--- src/rtl/fetch_pkg.sv ---
`default_nettype none

package fetch_pkg;

    // architectural word, one rv32 instruction
    parameter int xlen = 32;

    // cache line and wishbone data width, two instructions per line
    parameter int line_bits = 64;

    // bytes per line and the offset bits that address them
    parameter int line_bytes       = line_bits / 8;
    parameter int line_offset_bits = $clog2(line_bytes); // 3 for a 64-bit line

    // wishbone master address is a full byte address
    parameter int wb_adr_bits = xlen;
    parameter int wb_sel_bits = line_bytes; // one select per byte lane

    // next-pc sources, one request bit each
    parameter int num_sources = 4;

    // bit positions in the request vector
    // the highest bit has the highest priority
    parameter int sel_branch = 3; // resolved branch from execute
    parameter int sel_rob    = 2; // target from the reorder buffer
    parameter int sel_pred   = 1; // predictor guess
    parameter int sel_seq    = 0; // sequential pc + 4

endpackage

`default_nettype wire

--- src/rtl/fetch_top.sv ---
`default_nettype none

// fetch front end, fetch unit plus its instruction cache
module fetch_top import fetch_pkg::*; #(
    parameter logic [xlen-1:0] reset_pc  = '0,
    parameter int              num_lines = 16
) (
    input  wire logic                   clock,
    input  wire logic                   reset,

    // redirects
    input  wire logic [xlen-1:0]        branch_pc,
    input  wire logic                   branch_req,
    input  wire logic [xlen-1:0]        rob_pc,
    input  wire logic                   rob_req,
    input  wire logic [xlen-1:0]        pred_pc,
    input  wire logic                   pred_req,

    input  wire logic                   decode_stall,

    // to decode
    output logic      [xlen-1:0]        fetch_inst,
    output logic      [xlen-1:0]        fetch_pc,
    output logic      [xlen-1:0]        fetch_npc,
    output logic                        fetch_valid,

    // wishbone classic master
    output logic                        wb_cyc,
    output logic                        wb_stb,
    output logic                        wb_we,
    output logic      [wb_adr_bits-1:0] wb_adr,
    output logic      [wb_sel_bits-1:0] wb_sel,
    input  wire logic [line_bits-1:0]   wb_dat_i,
    input  wire logic                   wb_ack
);

    logic [xlen-1:0]      line_addr; // pc with the line offset cleared
    logic [line_bits-1:0] line_data;
    logic                 hit;

    fetch_unit #(
        .reset_pc     (reset_pc)
    ) fetch_unit_inst (
        .clock        (clock),
        .reset        (reset),
        .decode_stall (decode_stall),
        .branch_pc    (branch_pc),
        .branch_req   (branch_req),
        .rob_pc       (rob_pc),
        .rob_req      (rob_req),
        .pred_pc      (pred_pc),
        .pred_req     (pred_req),
        .line_data    (line_data),
        .hit          (hit),
        .line_addr    (line_addr),
        .fetch_inst   (fetch_inst),
        .fetch_pc     (fetch_pc),
        .fetch_npc    (fetch_npc),
        .fetch_valid  (fetch_valid)
    );

    icache #(
        .num_lines    (num_lines)
    ) icache_inst (
        .clock        (clock),
        .reset        (reset),
        .line_addr    (line_addr),
        .line_data    (line_data),
        .hit          (hit),
        .wb_cyc       (wb_cyc),
        .wb_stb       (wb_stb),
        .wb_we        (wb_we),
        .wb_adr       (wb_adr),
        .wb_sel       (wb_sel),
        .wb_dat_i     (wb_dat_i),
        .wb_ack       (wb_ack)
    );

endmodule

`default_nettype wire

--- src/rtl/fetch_unit.sv ---
`default_nettype none

// pc register and next-pc choice
// the cache answers in the same cycle, so a hit hands the instruction out at once
module fetch_unit import fetch_pkg::*; #(
    parameter logic [xlen-1:0] reset_pc = '0
) (
    input  wire logic                 clock,
    input  wire logic                 reset,
    input  wire logic                 decode_stall, // decode cannot take an instruction

    // redirect sources
    input  wire logic [xlen-1:0]      branch_pc,
    input  wire logic                 branch_req,
    input  wire logic [xlen-1:0]      rob_pc,
    input  wire logic                 rob_req,
    input  wire logic [xlen-1:0]      pred_pc,
    input  wire logic                 pred_req,

    // icache lookup
    input  wire logic [line_bits-1:0] line_data,
    input  wire logic                 hit,
    output logic      [xlen-1:0]      line_addr,

    // toward decode
    output logic      [xlen-1:0]      fetch_inst,
    output logic      [xlen-1:0]      fetch_pc,
    output logic      [xlen-1:0]      fetch_npc,
    output logic                      fetch_valid
);

    logic [xlen-1:0]        pc_q;      // pc being fetched
    logic [xlen-1:0]        next_pc;
    logic [num_sources-1:0] req;
    logic [num_sources-1:0] gnt;
    logic                   grant_any; // no grant means the pc holds
    logic                   accept;    // decode takes the instruction this cycle

    assign accept = fetch_valid & ~decode_stall;

    always_comb begin
        req             = '0;
        req[sel_branch] = branch_req;
        req[sel_rob]    = rob_req;
        req[sel_pred]   = pred_req;
        req[sel_seq]    = accept; // only step on once the current one is taken
    end

    priority_select #(
        .width (num_sources)
    ) next_pc_select (
        .req   (req),
        .gnt   (gnt),
        .any   (grant_any)
    );

    // gnt is one-hot, so the order here does not matter
    always_comb begin
        next_pc = pc_q;
        if (gnt[sel_branch]) begin
            next_pc = branch_pc;
        end else if (gnt[sel_rob]) begin
            next_pc = rob_pc;
        end else if (gnt[sel_pred]) begin
            next_pc = pred_pc;
        end else if (gnt[sel_seq]) begin
            next_pc = fetch_npc;
        end
    end

    always_ff @(posedge clock) begin
        if (reset) begin
            pc_q <= reset_pc;
        end else if (grant_any) begin
            pc_q <= next_pc; // redirects load even on a miss or a stall
        end
    end

    // the cache works on whole lines
    assign line_addr = {pc_q[xlen-1:line_offset_bits], {line_offset_bits{1'b0}}};

    // pc bit 2 picks the word inside the 64-bit line, lower word in bits 31:0
    assign fetch_inst = pc_q[2] ? line_data[line_bits-1:xlen] : line_data[xlen-1:0];

    assign fetch_pc    = pc_q;
    assign fetch_npc   = pc_q + 32'd4;
    assign fetch_valid = hit; // all lines invalid after reset, so this starts low

endmodule

`default_nettype wire

--- src/rtl/icache.sv ---
`default_nettype none

// direct-mapped instruction cache
// lookup is combinational, a miss is filled by one wishbone classic read
module icache import fetch_pkg::*; #(
    parameter int num_lines = 16 // power of two
) (
    input  wire logic                   clock,
    input  wire logic                   reset,

    // lookup from fetch
    input  wire logic [xlen-1:0]        line_addr,
    output logic      [line_bits-1:0]   line_data,
    output logic                        hit,

    // wishbone classic master, read only
    output logic                        wb_cyc,
    output logic                        wb_stb,
    output logic                        wb_we,
    output logic      [wb_adr_bits-1:0] wb_adr,
    output logic      [wb_sel_bits-1:0] wb_sel,
    input  wire logic [line_bits-1:0]   wb_dat_i,
    input  wire logic                   wb_ack
);

    localparam int index_bits = $clog2(num_lines);
    localparam int tag_bits   = xlen - index_bits - line_offset_bits;
    localparam int fill_bits  = xlen - line_offset_bits; // line number, offset dropped

    typedef enum logic {
        idle,
        busy
    } fill_state_t;

    fill_state_t            state;

    logic [num_lines-1:0]   valid_q;               // one per line, cleared by reset
    logic [tag_bits-1:0]    tag_mem  [num_lines];
    logic [line_bits-1:0]   data_mem [num_lines];

    logic [index_bits-1:0]  index;                 // lookup side
    logic [tag_bits-1:0]    tag;
    logic [fill_bits-1:0]   fill_line;             // line being filled
    logic [index_bits-1:0]  fill_index;
    logic [tag_bits-1:0]    fill_tag;
    logic                   start_fill;
    logic                   fill_done;

    // lookup
    assign index = line_addr[line_offset_bits +: index_bits];
    assign tag   = line_addr[xlen-1 -: tag_bits];

    assign hit       = valid_q[index] && (tag_mem[index] == tag);
    assign line_data = data_mem[index];

    // fill side takes its index and tag from the latched line
    assign fill_index = fill_line[index_bits-1:0];
    assign fill_tag   = fill_line[fill_bits-1 -: tag_bits];

    assign start_fill = (state == idle) && !hit;  // bus cycle opens at the next edge
    assign fill_done  = (state == busy) && wb_ack;

    // control state
    always_ff @(posedge clock) begin
        if (reset) begin
            state   <= idle;
            valid_q <= '0;
        end else begin
            case (state)
                idle: begin
                    if (start_fill) begin
                        state <= busy;
                    end
                end
                busy: begin
                    if (wb_ack) begin
                        state              <= idle; // cyc drops in the cycle after ack
                        valid_q[fill_index] <= 1'b1;
                    end
                end
                default: state <= idle;
            endcase
        end
    end

    // miss address, held for the whole bus cycle
    always_ff @(posedge clock) begin
        if (start_fill) begin
            fill_line <= line_addr[xlen-1:line_offset_bits];
        end
    end

    // line and tag written on the ack edge, hit shows the cycle after
    always_ff @(posedge clock) begin
        if (fill_done) begin
            data_mem[fill_index] <= wb_dat_i;
            tag_mem[fill_index]  <= fill_tag;
        end
    end

    // a redirect mid fill does not abort, the line still lands in the cache
    assign wb_cyc = (state == busy);
    assign wb_stb = (state == busy); // single transfer, stb follows cyc
    assign wb_we  = 1'b0;
    assign wb_sel = '1;              // always the full line
    assign wb_adr = {fill_line, {line_offset_bits{1'b0}}};

endmodule

`default_nettype wire

--- src/rtl/priority_select.sv ---
`default_nettype none

// fixed priority arbiter, bit width-1 wins over everything below it
module priority_select #(
    parameter int width = 4
) (
    input  wire logic [width-1:0] req, // one bit per requester
    output logic      [width-1:0] gnt, // one-hot, zero when nothing requests
    output logic                  any  // a grant was made
);

    always_comb begin
        gnt = '0;
        // walk upward, so a higher set bit overwrites a lower one
        for (int i = 0; i < width; i++) begin
            if (req[i]) begin
                gnt    = '0;
                gnt[i] = 1'b1;
            end
        end
    end

    assign any = |req;

endmodule

`default_nettype wire

--- config.mk ---
export PLATFORM = sky130hd
export DESIGN_NAME = fetch_top
export DESIGN_NICKNAME = d
export VERILOG_FILES = /design/src/rtl/fetch_pkg.sv /design/src/rtl/fetch_top.sv /design/src/rtl/fetch_unit.sv /design/src/rtl/icache.sv /design/src/rtl/priority_select.sv
export SDC_FILE = /design/constraint.sdc
export NUM_CORES = 1
export LEC_CHECK = 0
export BUFFER_PORTS_ARGS = -buffer_cell sky130_fd_sc_hd__buf_4
export CORE_MARGIN = 2
export CORE_UTILIZATION = 61
export CTS_CLUSTER_DIAMETER = 30
export DETAILED_ROUTE_END_ITERATION = 10
export PLACE_DENSITY = 0.79
export SYNTH_ARGS = -nofsm -noshare
export SYNTH_HDL_FRONTEND = slang
export SYNTH_SLANG_ARGS = --single-unit
--- constraint.sdc ---
create_clock -name clock -period 9.2 [get_ports clock]
set_clock_uncertainty 0.2 [all_clocks]
set_input_delay 0.92 -clock clock [delete_from_list [all_inputs] [get_ports clock]]
set_output_delay 0.92 -clock clock [all_outputs]
set_load 0.05 [all_outputs]
Yosys cells after proc, flatten, opt, wreduce, memory -nomap -nowiden
Memory sizes are Yosys's and may differ from the RTL's. A register that Yosys moved wholly into a read port is not among the register bits.
Cells that the tools add are included.
{"block": "classes", "n_eq_ne": 1, "n_lt_le_gt_ge": 3, "reduce_logical": 9, "n_addsub": 1, "bitwise_logic": 4, "muxes": 22}
{"operator": "$mux W32", "n": 5}
{"operator": "$add A32 B3 Y32 const B", "n": 1}
{"operator": "$mux W4", "n": 7}
{"operator": "$eq A25 B25 Y1", "n": 1}
{"operator": "$or A16 B16 Y16", "n": 1}
{"operator": "$lt A4 B5 Y1 const B", "n": 2}
{"operator": "$mux W1", "n": 7}
{"operator": "$bmux W1 S4", "n": 1}
{"operator": "$demux W1 S4", "n": 1}
{"operator": "$ge A4 B1 Y1 const B", "n": 1}
{"operator": "$logic_and A1 B1 Y1", "n": 4}
{"operator": "$reduce_and A2 Y1", "n": 2}
{"operator": "$reduce_bool A4 Y1", "n": 1}
{"operator": "$reduce_or A4 Y1", "n": 1}
{"operator": "$not A1 Y1", "n": 2}
{"operator": "$pmux W1 S2", "n": 1}
{"operator": "$and A1 B1 Y1", "n": 1}
{"operator": "$logic_not A1 Y1", "n": 1}
{"block": "totals", "memories": 2, "ram_bits": 1424, "register_bits": 78}
{"memory": "icache_inst.data_mem", "depth": 16, "word_bits": 64, "read_ports": 1, "rd_ports_with_merged_regs": 1, "wr": 1, "line": "icache.sv:39", "text": "logic [line_bits-1:0] data_mem [num_lines];"}
{"memory": "icache_inst.tag_mem", "depth": 16, "word_bits": 25, "read_ports": 1, "rd_ports_with_merged_regs": 1, "wr": 1, "line": "icache.sv:38", "text": "logic [tag_bits-1:0] tag_mem [num_lines];"}

Longest topological paths before layout
Gate-level depths: netlist (run 1).
{"block": "logic_depth", "depth_word": 14, "ltp_mapped": 13}

Modules after synthesis
A second synthesis (run 1) with hierarchy kept.
{"block": "unflattened", "cells_unflattened": 2736, "hier_area_um2": 59204.3}
{"module": "icache", "cells_each": 2257, "area_per_inst_um2": 55609.6, "instances": 1}
{"module": "fetch_unit", "cells_each": 474, "area_per_inst_um2": 3557.2, "instances": 1}
{"module": "priority_select", "cells_each": 5, "area_per_inst_um2": 37.5, "instances": 1}

Least setup slack after synthesis (run 1)
Ideal clock, no wire load.
{"block": "synth_timing", "path_kind": "in2reg", "start": "input port wb_ack", "end": "memory icache_inst.data_mem[0][0], enable pin", "setup_ns": 0.648, "path_buffers": 0, "arrival_ns": 7.478, "slack_ns": 0.874, "cell_stages": 3, "path_cell_list": "nand2_1 or3_1 nor3_1"}
{"block": "synth_between", "elab_chain_cells": 3}
{"element": "start: declaration", "line": "fetch_top.sv:34", "text": "input wire logic wb_ack"}
{"element": "$logic_and A1 B1 Y1", "line": "icache.sv:61", "text": "assign fill_done = (state == busy) && wb_ack;"}
{"element": "$mux W1", "line": "icache.sv:95", "text": "if (fill_done) begin"}
{"element": "$mux W1 (implied by the code)", "line": "icache.sv:96", "text": "data_mem[fill_index] <= wb_dat_i;"}
{"element": "end: declaration", "line": "icache.sv:39"}
No other way between the ends.

==> results of run 1 <==
[cells in the final DEF (no fill, tap or decap), drive strengths merged, types with 23 or more instances in the layout]
cell	instances
edfxtp	1453
mux4	400
buf	348
clkbuf	257
nand2	144
mux2i	113
clkinv	99
nor2	87
inv	58
dfxtp	53
xnor2	32
a22oi	31
a21oi	27
bufinv	27
clkinvlp	24
o21ai	23
[report_power, final]
part           switching (mW)  leakage (nW)  total (mW)  internal, mW
clock                    3.47          3.92        9.05          5.58
sequential              0.121          13.6        7.76          7.64
combinational           0.846          5.86        1.37         0.519
[tightest hold or removal path, stage by stage]
cell     delay (ps)
buf_4            90
a21oi_1          50
nor2_1           90
[cells in the mapped netlist, drive strengths merged, types with 4 or more instances]
cell type	count
xor2	14
clkbuf	80
or3	4
a221oi	9
inv	21
or2	7
and3	10
a21oi	27
nor2b	14
a31o	7
nor4	13
and2	7
a211oi	12
nand2	144
a22oi	31
buf	88
o21ai	23
mux4	400
mux2	12
mux2i	113
edfxtp	1453
o211ai	19
nand4	8
nand2b	13
nor2	87
nor3	11
xnor2	32
a221o	9
nand3	21
dfxtp	53
nand3b	8
[final timing paths]
kind         slack, ps                          end  depth (start not counted)
max reg2reg       4140                         flop                          9
max               2920                  fetch_valid                         10
min reg2reg        270       icache_inst.valid_q[0]                          2
min                180  fetch_unit_inst.fetch_pc[0]                          3
[metal layers]
layer  up-vias  routed length (um)
li1      12505                   -
met1     16693               55900
met2      2534               83500
met3       450               19300
met4        14                7100
met5         -                  96
[registers in the layout (all words and copies together), names as in the netlist, named ones only]
name                      count
icache_inst.fill_line        29
icache_inst.tag_mem         400
icache_inst.wb_cyc            1
icache_inst.data_mem       1024
icache_inst.valid_q          16
fetch_unit_inst.fetch_pc     32
[final cells by class]
cell class | instances | area [um2] | share of cell area
inverter | 24 | 95.1 | 0.00134
sequential | 1506 | 44700 | 0.629
antenna | 6 | 15.0 | 0.000211
tap | 1276 | 1600 | 0.0225
clock inverter | 184 | 2130 | 0.0299
clock buffer | 257 | 6050 | 0.0851
multi-input combinational | 1105 | 13800 | 0.194
timing repair buffer | 348 | 2700 | 0.0380
[stage by stage]
| step | instance area, um2 | hold WS, ps | std cells | util |
|---|---|---|---|---|
| 2_1_floorplan | 59300 | 235 | 2803 | - |
| 3_3_place_gp | 62900 | 244 | 4259 | 0.652 |
| 3_5_place_dp | 62900 | 259 | 4259 | 0.652 |
| 4_1_cts | 71000 | 146 | 4700 | 0.737 |
| 5_1_grt | 71000 | 172 | 4703 | 0.737 |
| 6_report | 71000 | 180 | 4706 | 0.737 |
[cell families after synthesis]
group                    Yosys count  share of synthesized area
multiplexers                     525                      0.173
other                              2                   0.000127
adder cells (fa/ha/maj)            1                   0.000211
AND/OR/NAND/NOR                  359                     0.0289
flip-flops                      1506                      0.754
AO/OA/AOI/OAI                    162                     0.0199
XOR/XNOR                          46                    0.00693
buffers and inverters            192                     0.0160
==> impl_metrics.csv, run 1 <==
group,metric,value,unit
pwr,irDropWorstVdd,0.192,mV
clock_network,postCtsResizedCells,0,
synthesis,synth-edff-count,1453,
timing,slew_violations,0,
final_layout,nNetsFinal,3387,
synthesis,seq_area_frac_synth,0.754,
synthesis,ys.flop_type,"edfxtp_1",
placement,finalWeightedCongestion,1.01,
clock_network,htreeDepth,4,
synthesis,yosysWarnings,0,
final_layout,nFillCells,5017,
detailed_routing,drtAntennaViolNets,0,
clock_network,cts.sink_count,1506,
worst_setup_path,path_class,"flop to output port",
worst_setup_path,start_kind,"flop",
worst_setup_path,crit_arrival,5160,ps
timing,worst_pin_slew,1210,ps
detailed_routing,drt_first_pass_iters,6,
timing,max_freq,159,MHz
timing,setup_tns,0,ps
die,dieHeight,316,um
die,core_area,0.0964,mm2
grt,grt_use_met2,0.557,
grt,grt_usage,0.339,
clock_network,cts_hold_buffers,0,
timing,relSlewSlack,0.189,
outcome,outcome,"completed",
worst_setup_path,critPathRequiredTime,8080,ps
min_path,hp-start,"branch_pc[0]",
synthesis,yosys.area.top_type,"edfxtp_1",
synthesis,async_reset_ff_frac,0,
grt,met1_usage,0.437,
timing,final-hold-violation-count,0,
die,die-area,0.0996,mm2
clock_network,tritoncts,"done",
detailed_routing,viasPerCell,6.84,
worst_setup_path,path_cells,"buf_4, mux4_2, mux2i_1, xnor2_1, nor4b_2, nor2_1, nor4_2, nand2_1, inv_1, buf_4",
grt,grt_first_pass_wirelength,238000,um
placement,dp_hpwl,76500,um
worst_setup_path,crit_fanout,51,
placement,dp_slack,3940,ps
placement,portBuffers,294,
die,initial_utilization,0.614,
synthesis,netlist_instances,2793,
die,io_pins,307,
grt,grt_overflow_total,0,
pwr,leakagePower,23.4,nW
synthesis,synth.area.top_cells,"edfxtp_1 74%, mux4_2 15%, mux2i_1 1.9%",
detailed_routing,drt_wl_total,166000,um
clock_network,cts-root-buf,"clkbuf_16",
grt,antenna_found_initial,11,
grt,grt_max_degree,91,
synthesis,synth_top_area_frac,0.736,
timing,period_share,0.683,
job,drv_cap,0,
worst_setup_path,cp_common_cell,"buf_4",
detailed_routing,routed-via-count,32196,
synthesis,yosysUniqueCellTypes,73,
timing,setup_ws,2920,ps
pwr,report.power.total,18.2,mW
detailed_routing,route.detailed.wl_per_inst,35.2,um
pwr,p_per_area,256,mW/mm2
die,num_rows,114,
min_path,hp-class,"input port to flop",
worst_setup_path,path_buf_inv,3,
clock_network,post_cts_buffers,0,
clock_network,clk-insertion-delay-late,830,ps
detailed_routing,initialDrtViolationCount,4443,
grt,use_met3,0.0842,
clock_network,numCtsBuffers,234,
timing,setup-violations-final,0,
clock_network,cts_buffer_depth,3,
timing,finalCriticalPeriod,6280,ps
synthesis,synth.avg_cell_area,21.2,um2
grt,grt-busiest-layer,"met2",
grt,grt_pass1_vias,33600,
clock_network,clk_pin_slew,50,ps
final_layout,synthToLayoutAreaGrowth,19.9,%
worst_setup_path,cpLargestDelayFamily,"buffers and inverters",
worst_setup_path,cp-end-kind,"output port",
timing,rsz0062_at_grt,"no",
synthesis,synth_seq_cells,1506,
die,die_x,316,um
detailed_routing,drc,0,
final_layout,layout-drive-gt1-share,0.350,
worst_setup_path,worst_path_max_delay_cell,"buf_4",
worst_setup_path,max_stage_delay,890,ps
synthesis,netlist_area,0.0592,mm2
(Power assumes the default switching activity.)
==> run 2, diff against run 1 <==
- clock period: 9.2 -> 5.8 ns (I/O delays scaled with it)
==> run 2 against run 1 <==
Via count grew 1.9%; register-to-register slack lost 2800 ps; total power grew 56%; hold slack lost 140 ps; count of clock-buffer cells in the layout shrank 19; wire length grew 1.3%; critical path depth is the same; sequential power grew 59%; combinational power grew 63%; clock power grew 52%; critical path type unchanged; critical endpoint unchanged; largest cell class unchanged; largest power group unchanged; highest routed layer unchanged.
==> impl_metrics.csv, run 2 (synthesized netlist as in run 1, its figures left out) <==
group,metric,value,unit
outcome,outcome,"completed",
pwr,leakagePower,23.7,nW
die,num_rows,114,
timing,finalCriticalPeriod,5430,ps
worst_setup_path,path_class,"flop to output port",
clock_network,htreeDepth,4,
timing,worst_pin_slew,1340,ps
final_layout,postLayoutCoreUtil,0.745,
die,die-area,0.0996,mm2
timing,timing.hold.ws,45.2,ps
min_path,hp-class,"input port to flop",
clock_network,tritoncts,"done",
die,io_pins,307,
final_layout,nFillCells,4900,
pwr,irDropWorstVdd,0.296,mV
worst_setup_path,max_stage_delay,760,ps
grt,grt_pass1_vias,34024,
final_layout,layout-drive-gt1-share,0.347,
pwr,p_per_area,395,mW/mm2
placement,portBuffers,294,
clock_network,numCtsBuffers,225,
grt,grt_max_degree,145,
final_layout,regArea,0.0447,mm2
final_layout,regMostFlops,"icache_inst.data_mem",
detailed_routing,drt_first_pass_iters,6,
grt,grt_usage,0.344,
timing,final-hold-violation-count,0,
final_layout,synthToLayoutAreaGrowth,21.2,%
worst_setup_path,worst_path_max_delay_cell,"dfxtp_4",
clock_network,cts-root-buf,"clkbuf_16",
worst_setup_path,start_kind,"flop",
grt,grt_overflow_total,0,
grt,grt_first_pass_wirelength,242000,um
die,core_area,0.0964,mm2
timing,relSlewSlack,0.105,
worst_setup_path,crit_fanout,30,
worst_setup_path,path_cells,"buf_4, mux4_2, mux2i_1, mux2i_1, xnor2_1, o2111ai_1, nor4_2, nand2_1, inv_1, buf_4",
placement,finalWeightedCongestion,0.941,
timing,rsz0062_at_grt,"no",
timing,setup-violations-final,0,
final_layout,nNetsFinal,3480,
grt,antenna_found_initial,10,
die,dieHeight,316,um
detailed_routing,routed-via-count,32804,
clock_network,clk_pin_slew,60,ps
placement,dpl_cell_area,0.0631,mm2
timing,slew_violations,0,
clock_network,postCtsResizedCells,0,
worst_setup_path,crit_arrival,4650,ps
placement,dp_hpwl,78000,um
final_layout,layout_commonest_cell,"edfxtp_1",
detailed_routing,drc,0,
detailed_routing,route.detailed.wl_per_inst,35.1,um
clock_network,cts.sink_count,1506,
timing,max_freq,184,MHz
clock_network,clk-insertion-delay-late,810,ps
die,initial_utilization,0.614,
final_layout,multiInputGateArea,0.0138,mm2
final_layout,largest_reg_flops,1024,
detailed_routing,drt_wl_total,168000,um
timing,setup_tns,0,ps
job,drv_cap,0,
detailed_routing,viasPerCell,6.85,
pwr,report.power.total,28.4,mW
detailed_routing,initialDrtViolationCount,5087,
final_layout,fin_area,0.0718,mm2
worst_setup_path,cp-end-kind,"output port",
clock_network,cts_buffer_depth,3,
final_layout,mostFrequentLayoutCells,"1,453 x edfxtp_1, 400 x mux4_2, 342 x buf_4, 227 x clkbuf_16, 144 x nand2_1",
die,die_x,316,um
timing,period_share,0.935,
worst_setup_path,critPathRequiredTime,5020,ps
detailed_routing,drtAntennaViolNets,0,
run 2: changes by cell type in the layout (fill, tap and decap cells not counted), moves of 6 or more:
cell / change
buf_12: +11
bufinv_16: -8
clkbuf_1: -6
clkbuf_16: -11
clkinv_1: -16
clkinv_2: -6
clkinv_4: +6
clkinv_8: +8
dlygate4sd3_1: +90
inv_6: +8
inv_8: +14
run 2: stage by stage:
step / std cells / setup WS (ps)
after floorplan: 2803 / 26.0
after global placement: 4270 / 1140
after detailed placement: 4270 / 1100
after CTS: 4784 / 34.2
after global routing: 4787 / 164
final: 4788 / 375
run 2: worst paths after layout:
kind | from | to | slack, ps | cells past startpoint
worst max-delay path | flop | fetch_valid | 370 | 10
worst min-delay path | branch_pc[26] | fetch_unit_inst.fetch_pc[26] | 50 | 4
worst max register to register | flop | icache_inst.fill_line[8] | 1320 | 11
worst min register to register | icache_inst.valid_q[8] | icache_inst.valid_q[8] | 270 | 2
run 2: layer usage:
metal,track usage,vias up,routed length [um]
li1,-,12721,-
met1,0.455,16789,57300
met2,0.556,2798,83200
met3,0.0772,480,19600
met4,0.154,16,7850
met5,0,-,104
run 2: critical path: cells and delay by family, from the launching register on:
kind / cells / cell delay (ps)
multiplexers: 3 / 790
AND/OR/NAND/NOR: 2 / 800
AO/OA/AOI/OAI: 1 / 260
XOR/XNOR: 1 / 200
buffers and inverters: 3 / 960
flip-flops: 1 / 760
run 2: what timing repair did:
| action | CTS | global route |
|---|---|---|
| endpoints found under the hold margin | 1048 | 0 |
| hold buffers | 90 | 0 |
| endpoints found under the setup margin | 0 | 1 |
| buffers inserted | 0 | 1 |
run 2: final cells by class:
class                      instances  area share
tap                             1276      0.0222
inverter                          24     0.00132
multi-input combinational       1105       0.192
sequential                      1506       0.623
timing repair buffer             450      0.0533
antenna                            3    0.000105
clock inverter                   186      0.0288
clock buffer                     238      0.0797
run 2: power breakdown:
part | total [mW] | switching, mW | internal [mW]
registers | 12.3 | 0.216 | 12.1
clock network | 13.8 | 5.58 | 8.23
logic | 2.23 | 1.35 | 0.876
total | 28.4 | 7.14 | 21.2
